## src/common/lc3b_pkg.sv

```systemverilog
`default_nettype none

package lc3b_pkg;

	typedef logic [15:0] lc3b_word; // one instruction word
	typedef logic [3:0] lc3b_opcode; // bits 15:12
	typedef logic [2:0] lc3b_reg; // register index
	typedef logic [2:0] shadow_count; // control-flow shadow countdown

	// standard lc3b opcode map
	localparam lc3b_opcode op_br = 4'b0000;
	localparam lc3b_opcode op_add = 4'b0001;
	localparam lc3b_opcode op_ldb = 4'b0010;
	localparam lc3b_opcode op_stb = 4'b0011;
	localparam lc3b_opcode op_jsr = 4'b0100; // also jsrr when bit 11 clear
	localparam lc3b_opcode op_and = 4'b0101;
	localparam lc3b_opcode op_ldr = 4'b0110;
	localparam lc3b_opcode op_str = 4'b0111;
	localparam lc3b_opcode op_not = 4'b1001;
	localparam lc3b_opcode op_ldi = 4'b1010;
	localparam lc3b_opcode op_sti = 4'b1011;
	localparam lc3b_opcode op_jmp = 4'b1100; // ret is jmp r7
	localparam lc3b_opcode op_shf = 4'b1101;
	localparam lc3b_opcode op_lea = 4'b1110;
	localparam lc3b_opcode op_trap = 4'b1111;

	localparam int op_lsb = 12; // opcode field 15:12
	localparam int dr_lsb = 9; // dest, or store source, 11:9
	localparam int sr1_lsb = 6; // sr1 or base 8:6
	localparam int sr2_lsb = 0; // sr2 2:0
	localparam int imm_bit = 5; // add/and immediate select
	localparam int jsr_bit = 11; // jsr offset form when set

	localparam shadow_count shadow_len = 3'd5; // four bubbles then the resolve cycle
	localparam lc3b_word nop_word = 16'h0000; // br with no condition bits

	function automatic lc3b_opcode opcode_of(input lc3b_word w);
		return w[op_lsb +: 4];
	endfunction

	function automatic lc3b_reg dr_of(input lc3b_word w);
		return w[dr_lsb +: 3];
	endfunction

	function automatic lc3b_reg sr1_of(input lc3b_word w);
		return w[sr1_lsb +: 3];
	endfunction

	function automatic lc3b_reg sr2_of(input lc3b_word w);
		return w[sr2_lsb +: 3];
	endfunction

endpackage

`default_nettype wire

```

## src/common/hazard_if.sv

```systemverilog
`default_nettype none

interface hazard_if;

	import lc3b_pkg::*;

	lc3b_word if_id_ir; // word sitting in if/id
	lc3b_word id_ex_ir; // word sitting in id/ex
	logic flow_id_ex; // pipeline advancing this cycle (not held)
	logic gen_bubble; // freeze if/id, push nop into id/ex
	logic squash_id; // replace the if/id word by a nop on its way to id/ex

	modport pipe
	(
		output if_id_ir,
		output id_ex_ir,
		output flow_id_ex,
		input gen_bubble,
		input squash_id
	);

	modport hazard
	(
		input if_id_ir,
		input id_ex_ir,
		input flow_id_ex,
		output gen_bubble,
		output squash_id
	);

endinterface

`default_nettype wire

```

## src/hazard/dependency_decode.sv

```systemverilog
`default_nettype none

module dependency_decode
(
	input lc3b_pkg::lc3b_word ir,
	output logic produces_dr, // writes the 11:9 register
	output logic need_sr1, // reads 8:6
	output logic need_sr2, // reads 2:0
	output logic need_hsr // store, 11:9 is a source
);

	import lc3b_pkg::*;

	lc3b_opcode opcode;

	assign opcode = opcode_of(ir);

	always_comb
	begin
		produces_dr = 1'b0;
		need_sr1 = 1'b0;
		need_sr2 = 1'b0;
		need_hsr = 1'b0;
		unique case (opcode)
			op_add, op_and:
			begin
				produces_dr = 1'b1;
				need_sr1 = 1'b1;
				need_sr2 = !ir[imm_bit]; // register form only
			end
			op_not, op_shf:
			begin
				produces_dr = 1'b1;
				need_sr1 = 1'b1;
			end
			op_ldb, op_ldr, op_ldi:
			begin
				produces_dr = 1'b1;
				need_sr1 = 1'b1; // base register
			end
			op_stb, op_str, op_sti:
			begin
				need_sr1 = 1'b1; // base register
				need_hsr = 1'b1; // data register in 11:9
			end
			op_lea: produces_dr = 1'b1; // pc relative, no source
			op_jmp: need_sr1 = 1'b1; // target base
			op_jsr: need_sr1 = !ir[jsr_bit]; // jsrr reads its base
			default:
			begin
				// br, trap and rti name no general register in these fields
				produces_dr = 1'b0;
			end
		endcase
	end

endmodule

`default_nettype wire

```

## src/hazard/bubbler.sv

```systemverilog
`default_nettype none

module bubbler
(
	input logic clk,
	input logic rst,
	input logic branch_enable, // condition outcome from execute
	hazard_if.hazard hz
);

	import lc3b_pkg::*;

	logic ifid_sr1; // if/id dependency flags
	logic ifid_sr2;
	logic ifid_hsr;
	logic idex_dr; // id/ex writes its 11:9 register
	logic idex_load; // id/ex holds a load
	logic load_use; // one-cycle load-use stall
	logic is_flow; // if/id is a pc-changing instruction

	shadow_count count; // shadow countdown, zero when idle
	shadow_count count_next;
	logic capture; // grab the control word into captured
	logic shadow_bubble;
	logic squash;
	logic be_latched; // branch enable seen while advancing
	lc3b_word captured; // control word that opened the shadow

	dependency_decode i_ifid_deps
	(
		.ir(hz.if_id_ir),
		.produces_dr(),
		.need_sr1(ifid_sr1),
		.need_sr2(ifid_sr2),
		.need_hsr(ifid_hsr)
	);

	dependency_decode i_idex_deps
	(
		.ir(hz.id_ex_ir),
		.produces_dr(idex_dr),
		.need_sr1(),
		.need_sr2(),
		.need_hsr()
	);

	assign idex_load = idex_dr && ((opcode_of(hz.id_ex_ir) == op_ldb) ||
		(opcode_of(hz.id_ex_ir) == op_ldr) || (opcode_of(hz.id_ex_ir) == op_ldi));

	// load result is not ready for the next instruction, one bubble covers it
	always_comb
	begin
		load_use = 1'b0;
		if (idex_load)
		begin
			if (ifid_hsr && ((dr_of(hz.if_id_ir) == dr_of(hz.id_ex_ir)) ||
				(sr1_of(hz.if_id_ir) == dr_of(hz.id_ex_ir))))
				load_use = 1'b1; // store data or base
			if (ifid_sr1 && (sr1_of(hz.if_id_ir) == dr_of(hz.id_ex_ir)))
				load_use = 1'b1;
			if (ifid_sr2 && (sr2_of(hz.if_id_ir) == dr_of(hz.id_ex_ir)))
				load_use = 1'b1;
		end
	end

	assign is_flow = (opcode_of(hz.if_id_ir) == op_br) || (opcode_of(hz.if_id_ir) == op_jmp) ||
		(opcode_of(hz.if_id_ir) == op_jsr) || (opcode_of(hz.if_id_ir) == op_trap) ||
		(opcode_of(hz.if_id_ir) == op_lea);

	always_comb
	begin
		count_next = count;
		capture = 1'b0;
		shadow_bubble = 1'b0;
		squash = 1'b0;
		if ((count == 3'd0) && (hz.if_id_ir != nop_word) && is_flow)
		begin
			count_next = shadow_len; // open the shadow
			capture = 1'b1;
		end
		else if (count > 3'd1)
		begin
			count_next = count - 3'd1;
			shadow_bubble = 1'b1; // hold fall-through in if/id
		end
		else if (count == 3'd1)
		begin
			count_next = count - 3'd1; // resolve cycle
			unique case (opcode_of(captured))
				op_br: squash = be_latched; // taken branch drops fall-through
				op_lea: squash = 1'b0; // lea never redirects
				default: squash = 1'b1; // jmp, jsr, trap always redirect
			endcase
		end
	end

	assign hz.gen_bubble = load_use | shadow_bubble;
	assign hz.squash_id = squash;

	// counter ignores hold on purpose, it tracks cycles not instructions
	always_ff @(posedge clk)
	begin
		if (rst)
		begin
			count <= '0;
			be_latched <= 1'b0;
		end
		else
		begin
			count <= count_next;
			if (hz.flow_id_ex)
				be_latched <= branch_enable; // sample only when moving
		end
	end

	always_ff @(posedge clk)
	begin
		if (capture)
			captured <= hz.if_id_ir; // read only at the resolve cycle
	end

endmodule

`default_nettype wire

```

## src/source/pipeline_front.sv

```systemverilog
`default_nettype none

module pipeline_front
(
	input logic clk,
	input logic rst,
	input logic hold, // downstream freeze
	input lc3b_pkg::lc3b_word fetch_ir, // word offered by fetch
	output logic fetch_take, // fetch_ir consumed at this edge
	hazard_if.pipe hz
);

	import lc3b_pkg::*;

	logic advance; // pipeline moves this edge
	logic if_id_load; // if/id takes the fetch word
	lc3b_word id_ex_next; // what id/ex loads when advancing

	assign advance = !hold;
	assign hz.flow_id_ex = advance;

	// a bubble keeps if/id and feeds a nop forward
	assign if_id_load = advance && !hz.gen_bubble;
	assign fetch_take = if_id_load;

	always_comb
	begin
		if (hz.gen_bubble)
			id_ex_next = nop_word; // bubble
		else if (hz.squash_id)
			id_ex_next = nop_word; // squashed fall-through
		else
			id_ex_next = hz.if_id_ir;
	end

	always_ff @(posedge clk)
	begin
		if (rst)
			hz.if_id_ir <= nop_word;
		else if (if_id_load)
			hz.if_id_ir <= fetch_ir;
	end

	always_ff @(posedge clk)
	begin
		if (rst)
			hz.id_ex_ir <= nop_word;
		else if (advance)
			hz.id_ex_ir <= id_ex_next; // held words stay put
	end

endmodule

`default_nettype wire

```

## src/source/lc3b_hazard_top.sv

```systemverilog
`default_nettype none

module lc3b_hazard_top
(
	input logic clk,
	input logic rst,
	input lc3b_pkg::lc3b_word fetch_ir, // instruction from fetch
	input logic hold, // back-pressure from downstream
	input logic branch_enable, // from execute
	output logic fetch_take, // fetch word taken at this edge
	output lc3b_pkg::lc3b_word ex_ir, // id/ex contents
	output logic squash_id // fall-through dropped this cycle
);

	import lc3b_pkg::*;

	hazard_if hz ();

	pipeline_front i_pipeline_front
	(
		.clk(clk),
		.rst(rst),
		.hold(hold),
		.fetch_ir(fetch_ir),
		.fetch_take(fetch_take),
		.hz(hz.pipe)
	);

	bubbler i_bubbler
	(
		.clk(clk),
		.rst(rst),
		.branch_enable(branch_enable),
		.hz(hz.hazard)
	);

	assign ex_ir = hz.id_ex_ir;
	assign squash_id = hz.squash_id;

endmodule

`default_nettype wire

```

## config.mk

```make
export PLATFORM = sky130hd
export DESIGN_NAME = lc3b_hazard_top
export DESIGN_NICKNAME = d
export VERILOG_FILES = /design/src/common/lc3b_pkg.sv /design/src/common/hazard_if.sv /design/src/hazard/dependency_decode.sv /design/src/hazard/bubbler.sv /design/src/source/pipeline_front.sv /design/src/source/lc3b_hazard_top.sv
export SDC_FILE = /design/constraint.sdc
export NUM_CORES = 1
export LEC_CHECK = 0
export BUFFER_PORTS_ARGS = -buffer_cell sky130_fd_sc_hd__buf_2
export CAP_MARGIN = 20
export CORE_ASPECT_RATIO = 0.8
export CORE_UTILIZATION = 54
export DETAILED_ROUTE_END_ITERATION = 8
export GPL_ROUTABILITY_DRIVEN = 0
export PLACE_DENSITY = 0.79
export SKIP_LAST_GASP = 1
export SLEW_MARGIN = 10
export SYNTH_ARGS = -nofsm -noshare
export SYNTH_HDL_FRONTEND = slang
export SYNTH_SLANG_ARGS = --single-unit
```

## constraint.sdc

```tcl
create_clock -name clk -period 2.1 [get_ports clk]
set_input_delay 0.21 -clock clk [delete_from_list [all_inputs] [get_ports clk]]
set_output_delay 0.21 -clock clk [all_outputs]
set_load 0.005 [all_outputs]
```

=== Word level (Yosys, flattened, before mapping) ===
Cells that the tools add are included.

* Output and inout bits: 18
* Logic and storage cells: 85
* Flip-flop bits (word level): 52
* Input bits: 20

* Bitwise operators: 1
* Magnitude comparators: 1
* Muxes and demuxes: 20
* Reduce and logical (&&, ||, !) cells: 29
* Equality and inequality tests: 27
* Add/sub/neg operators: 1

{| class="wikitable"
|+ Operators by type and width
! operator !! number
|-
| equality test 4 bit (second input constant) || 12
|-
| two-way mux 16 bit || 2
|-
| equality test 4 x 3 -> 1 bit (second input constant) || 6
|-
| nonzero test 16 bit || 1
|-
| two-way mux 1 bit || 13
|-
| equality test 4 x 2 -> 1 bit (second input constant) || 3
|-
| OR reduction 11 bit || 1
|-
| equality test 3 bit || 3
|-
| two-way mux 3 bit || 3
|-
| equality test 4 x 1 -> 1 bit (second input constant) || 2
|-
| logical NOT 4 bit || 2
|-
| OR reduction 8 bit || 1
|-
| logical AND 1 bit || 7
|-
| logical OR 1 bit || 7
|-
| logical NOT 1 bit || 4
|-
| one-hot mux 1 bit (2 select lines) || 2
|-
| OR reduction 2 bit || 2
|-
| equality test 3 x 1 -> 1 bit (second input constant) || 1
|-
| greater-than comparator 3 x 1 -> 1 bit (second input constant) || 1
|-
| logical NOT 3 bit || 1
|-
| nonzero test 3 bit || 1
|-
| OR reduction 3 bit || 1
|-
| subtractor 3 x 1 -> 3 bit (second input constant) || 1
|-
| nonzero test 2 bit || 1
|-
| bitwise OR 1 bit || 1
|}

=== Depth between registers and ports, before layout ===
* Depth after elaboration: 11
* Gate-level depth with buffers: 9
* Depth with buffers taken out: 8

=== Hierarchy ===
Synthesis repeated with hierarchy kept, for this count alone.

* Cell total of the unflattened synthesis: 216
* Area, all modules: 1974.4 um2

{| class="wikitable"
|+ By module, submodules not included
! module !! seq. area each (um2) !! area an instance (um2) !! cells an instance !! times used
|-
| pipeline_front || 640.6 || 1323.8 || 146 || 1
|-
| bubbler || 200.2 || 558.0 || 56 || 1
|-
| dependency_decode || 0.0 || 46.3 || 7 || 2
|}

=== Least setup slack after synthesis ===
No wires, ideal clock.

* Path type: register to register
* From: register i_bubbler.count[0]
* To: register i_pipeline_front.hz.if_id_ir[15]
* Setup time: 0.072 ns
* Period minus slack after synthesis: 1.880 ns
* Buffers on the path: 2
* Cell stages (with the launch flop): 10
* Arrival time: 1.809 ns
* Setup slack: 0.220 ns
* Required time: 2.028 ns
* Cells stage by stage: dfxtp_1 inv_1 ha_1 nand2b_1 a2111oi_4 o21ai_2 a221oi_1 buf_4 buf_12 mux2i_1

* Longest elaborated chain between the ends: 7
* Elaborated cells on any way between the ends: 9
* Those cells by class: order compare: 1; mux: 2; bitwise: 1; reduce/logical: 5

{| class="wikitable"
|+ RTL lines
! item !! line !! text
|-
| from (decl) || bubbler.sv:21 || <nowiki>shadow_count count;</nowiki>
|-
| from (signal assigned) || bubbler.sv:110 || <nowiki>count <= count_next;</nowiki>
|-
| branches (longest 3 deep; another with greater-than comparator 3 x 1 -> 1 bit) || - ||
|-
| two-way mux 1 bit (*) || bubbler.sv:76 || <nowiki>if ((count == 3'd0) && (hz.if_id_ir != nop_word) && is_flow)</nowiki>
|-
| bitwise OR 1 bit (*) || bubbler.sv:97 || <nowiki>assign hz.gen_bubble = load_use | shadow_bubble;</nowiki>
|-
| logical NOT 1 bit (*) || pipeline_front.sv:23 || <nowiki>assign if_id_load = advance && !hz.gen_bubble;</nowiki>
|-
| logical AND 1 bit (*) || pipeline_front.sv:23 ||
|-
| named net fetch_take || lc3b_hazard_top.sv:10 || <nowiki>output logic fetch_take,</nowiki>
|-
| to (signal assigned) || pipeline_front.sv:39 || <nowiki>hz.if_id_ir <= nop_word;</nowiki>
|-
| to (signal assigned) || pipeline_front.sv:41 || <nowiki>hz.if_id_ir <= fetch_ir;</nowiki>
|-
| to (decl) || hazard_if.sv:15 || <nowiki>output if_id_ir,</nowiki>
|}

Mark *: on every way through the listed nets, which the timed path passes.
A chain may end at the register's enable or synchronous reset.

=== Worst setup path after layout ===
* From: register i_pipeline_front.hz.if_id_ir[15]
* To: output fetch_take

* Longest elaborated chain between the ends: 11
* Elaborated cells on any way between the ends: 39
* Those cells by class: eq/ne: 14; mux: 8; bitwise: 1; reduce/logical: 16

{| class="wikitable"
|+ RTL lines
! item !! line
|-
| branches (longest 8 deep; another with OR reduction 11 bit) || -
|-
| bitwise OR 1 bit (*) || bubbler.sv:97
|-
| logical NOT 1 bit (*) || pipeline_front.sv:23
|-
| logical AND 1 bit (*) || pipeline_front.sv:23
|-
| to (decl) || lc3b_hazard_top.sv:10
|}

Mark *: on every way between the ends.

==> flow_metrics.env <==
export IMPL_cts_tree="yes"
export IMPL_antenna_cells_inserted=0
export IMPL_postSynthCellCount=191
export IMPL_nets=261
export IMPL_timing_final_crit_period_ns=2.10
export IMPL_share_seq_of_total_power=0.383
export IMPL_final_layout_size_suffix_gt1_frac=0.381
export IMPL_final_hold_violation_count=0
export IMPL_mappedNetlistArea_mm2=0.00188
export IMPL_vias=1515
export IMPL_synth_seq_cells=40
export IMPL_yosysUniqueCellTypes=37
export IMPL_cp_start_kind="flop"
export IMPL_achievable_frequency_mhz=475
export IMPL_synth_yosys_warnings=0
export IMPL_floorplan_initialDensity=0.588
export IMPL_run_status="finished, violations left"
export IMPL_layout_cells_most_common_list="36 x buf_2, 31 x nand2b_1, 31 x dfxtp_1"
export IMPL_numPlacedInstances=264
export IMPL_worst_ir_drop_vdd_uv=692
export IMPL_drt_antenna_violating_nets=0
export IMPL_power_leakage_nw=1.01
export IMPL_area_growth_synth_to_final_pct=25.5
export IMPL_initialDrtViolationCount=62
export IMPL_grt_util_met1=0.287
export IMPL_std_cell_rows=18
export IMPL_violated_checks="setup timing"
export IMPL_cp_required_ns=1.89
export IMPL_pwr_share_clk=0.210
export IMPL_maximum_number_of_pins_on_one_net_before_global_route_repair=37
export IMPL_routed_wirelength_mm=4.22
export IMPL_maxSlewHeadroom=0.654
export IMPL_final_setup_tns_ns=-0.00494
export IMPL_cts_root_to_sink_buffers=2
export IMPL_drt_pass1_iter_count=4
export IMPL_worstSetupEndpointType="primary output"
export IMPL_crit_fanout=7
export IMPL_use_met2=0.402
export IMPL_yosysTopAreaCellShare=0.383
export IMPL_syn_avg_cell_area_um2=9.85
export IMPL_most_common_library_cell_in_the_layout_ignoring_fill_and_taps="buf_2"
export IMPL_ctsHtreeMaxLevel=2
export IMPL_pin_count=38
export IMPL_tritoncts_num_buffers=5
export IMPL_vias_per_cell=5.43
export IMPL_globalRouteOverflowTotal=0
export IMPL_setup_slack_ns=-0.00494
export IMPL_path_class="flop to primary output"
export IMPL_ctsRootBufferMaster="clkbuf_8"
export IMPL_slew_violations=0
export IMPL_synthDominantAreaCellType="dfxtp_1"
export IMPL_post_synth_main_area_contributors="dfxtp_1 38%, nand2b_1 11%, mux2i_1 9.0%, edfxtp_1 6.4%, o21ai_2 5.1%"
export IMPL_setup_violations_final=1
export IMPL_portBuffers=37
export IMPL_wire_length_of_the_first_global_routing_pass_mm=6.21
export IMPL_worst_slew_pin_slew_ns=0.515
export IMPL_insertion_delay_ns=0.30
export IMPL_synth_net_count=214
export IMPL_clock_skew_ns=0.00717
export IMPL_cts_sink_count=40
export IMPL_clk_pin_slew_worst_paths_ns=0.08
export IMPL_power_density_mw_per_mm2=1280
export IMPL_asyncSetResetFlopFracSynth=0
export IMPL_detailedPlacementHpwl_mm=2.81
export IMPL_synth_flop_cell="dfxtp_1"
export IMPL_route_detailed_drc=0
export IMPL_die_width_um=68
export IMPL_netSwitchingPower_w=0.00107
export IMPL_max_cap_violations=0
export IMPL_grtUsageTotal=0.239
export IMPL_post_route_period_util=1.00
export IMPL_setup_repair_after_global_routing_missed_its_margin="yes"
export IMPL_met3_usage=0.0750
export IMPL_min_delay_path_class="primary input to flop"
export IMPL_instances_no_fill=279
export IMPL_worstPathArrival_ns=1.89
export IMPL_route_detailed_wl_per_inst_um=15.1
export IMPL_grt_antenna_before_repair=0
export IMPL_first_global_vias=1370
export IMPL_synth_seq_area_share=0.447
export IMPL_total_core_area_mm2=0.00320
export IMPL_dieArea_mm2=0.00373
export IMPL_placement_setup_worst_slack_ns=0.0356
export IMPL_gr_max_usage_layer="met2"
export IMPL_synth_edff_count=4
export IMPL_floorplan_die_height_um=54.8
export IMPL_fraction_of_power_consumed_by_combinational_cells=0.407
export IMPL_power_switching_fraction=0.355
export IMPL_p_int_w=0.00194
export IMPL_totalPowerFinal_w=0.00301
==> Yosys cell counts, types with 2 or more instances <==
cell	instances
nor2b_1	2
a21oi_1	2
nor4_1	4
mux2i_1	17
nor3_1	4
ha_1	3
clkbuf_1	6
o21ai_2	11
edfxtp_1	4
nand2b_1	32
o21ai_0	6
xnor2_1	5
xor2_1	4
nand3_1	4
dfxtp_1	36
nand2_1	18
nor2_1	7
inv_1	6
o21bai_1	2
==> per-stage QoR <==
stage	area, um^2	hold slack, ns	util
2_1_floorplan	1880	0.354	-
3_3_place_gp	2110	0.432	0.660
3_5_place_dp	2110	0.439	0.660
4_1_cts	2270	0.146	0.709
5_1_grt	2360	0.155	0.739
6_report	2360	0.148	0.739
==> logic make-up (layout without fill, tap and decap cells) <==
group                      count (synthesis)  after routing  synth area share
muxes                                     17             17            0.0904
AOI/OAI and AO/OA                         30             30             0.132
and+or+nand+nor                           77             77             0.224
DFF                                       40             40             0.447
adders and majority gates                  3              3            0.0199
xor gates and xnor gates                   9              9            0.0419
buffers and inverters                     15             63            0.0445
==> layout make-up <==
| type | instances | area, um^2 |
|---|---|---|
| Multi-Input combinational cell | 136 | 1010 |
| Sequential cell | 40 | 852 |
| Fill cell | 252 | 836 |
| Timing Repair Buffer | 49 | 299 |
| Clock buffer | 8 | 121 |
| Tap cell | 40 | 50.0 |
| Inverter | 6 | 26.3 |
==> critical path: stages (launching register included) <==
cell       delay [ns]
dfxtp_4          0.37
nor2b_4          0.13
a2111oi_4        0.35
o21ai_2          0.12
a221oi_2         0.33
clkbuf_16        0.21
buf_6            0.09
==> registers in the layout (all words and copies together) (netlist names) <==
signal,count
i_pipeline_front.hz.id_ex_ir,16
i_bubbler.captured,4
i_bubbler.be_latched,1
i_pipeline_front.hz.if_id_ir,16
i_bubbler.count,3
==> final timing paths <==
| check | start | depth (start not counted) | endpoint | slack (ns) |
|---|---|---|---|---|
| worst max-delay path | i_pipeline_front.hz.if_id_ir[15] | 6 | fetch_take | -0.005 |
| worst min-delay path | branch_enable | 3 | i_bubbler.be_latched | 0.15 |
| worst max register to register | i_pipeline_front.hz.if_id_ir[15] | 7 | i_pipeline_front.hz.if_id_ir[13] | 0.10 |
| worst min register to register | i_pipeline_front.hz.id_ex_ir[1] | 2 | i_pipeline_front.hz.id_ex_ir[1] | 0.46 |
==> per-layer routing <==
| layer | vias up | share of wire |
|---|---|---|
| li1 | 745 | - |
| met1 | 720 | 0.44 |
| met2 | 46 | 0.49 |
| met3 | 4 | 0.057 |
| met4 | 0 | 0.010 |
| met5 | - | 0 |
==> power by group through the flow <==
stage / clock network, W / logic (W) / registers, W
finish: 0.000634 / 0.00123 / 0.00115
global route: 0.000678 / 0.00133 / 0.00118
CTS: 0.000636 / 0.00108 / 0.00113
detailed placement: 0 / 0.000997 / 0.00114
floorplan: 0 / 0.000775 / 0.00111
global placement: 0 / 0.000961 / 0.00113
==> timing repair <==
item / CTS / global route
setup buffers: 4 / 2
setup endpoints to repair: 2 / 2
pin swaps: 2 / 1
cloned: 0 / 0
hold buffers: 0 / 0
gates resized for setup: 5 / 17
Power figures use the tool's default switching activity.
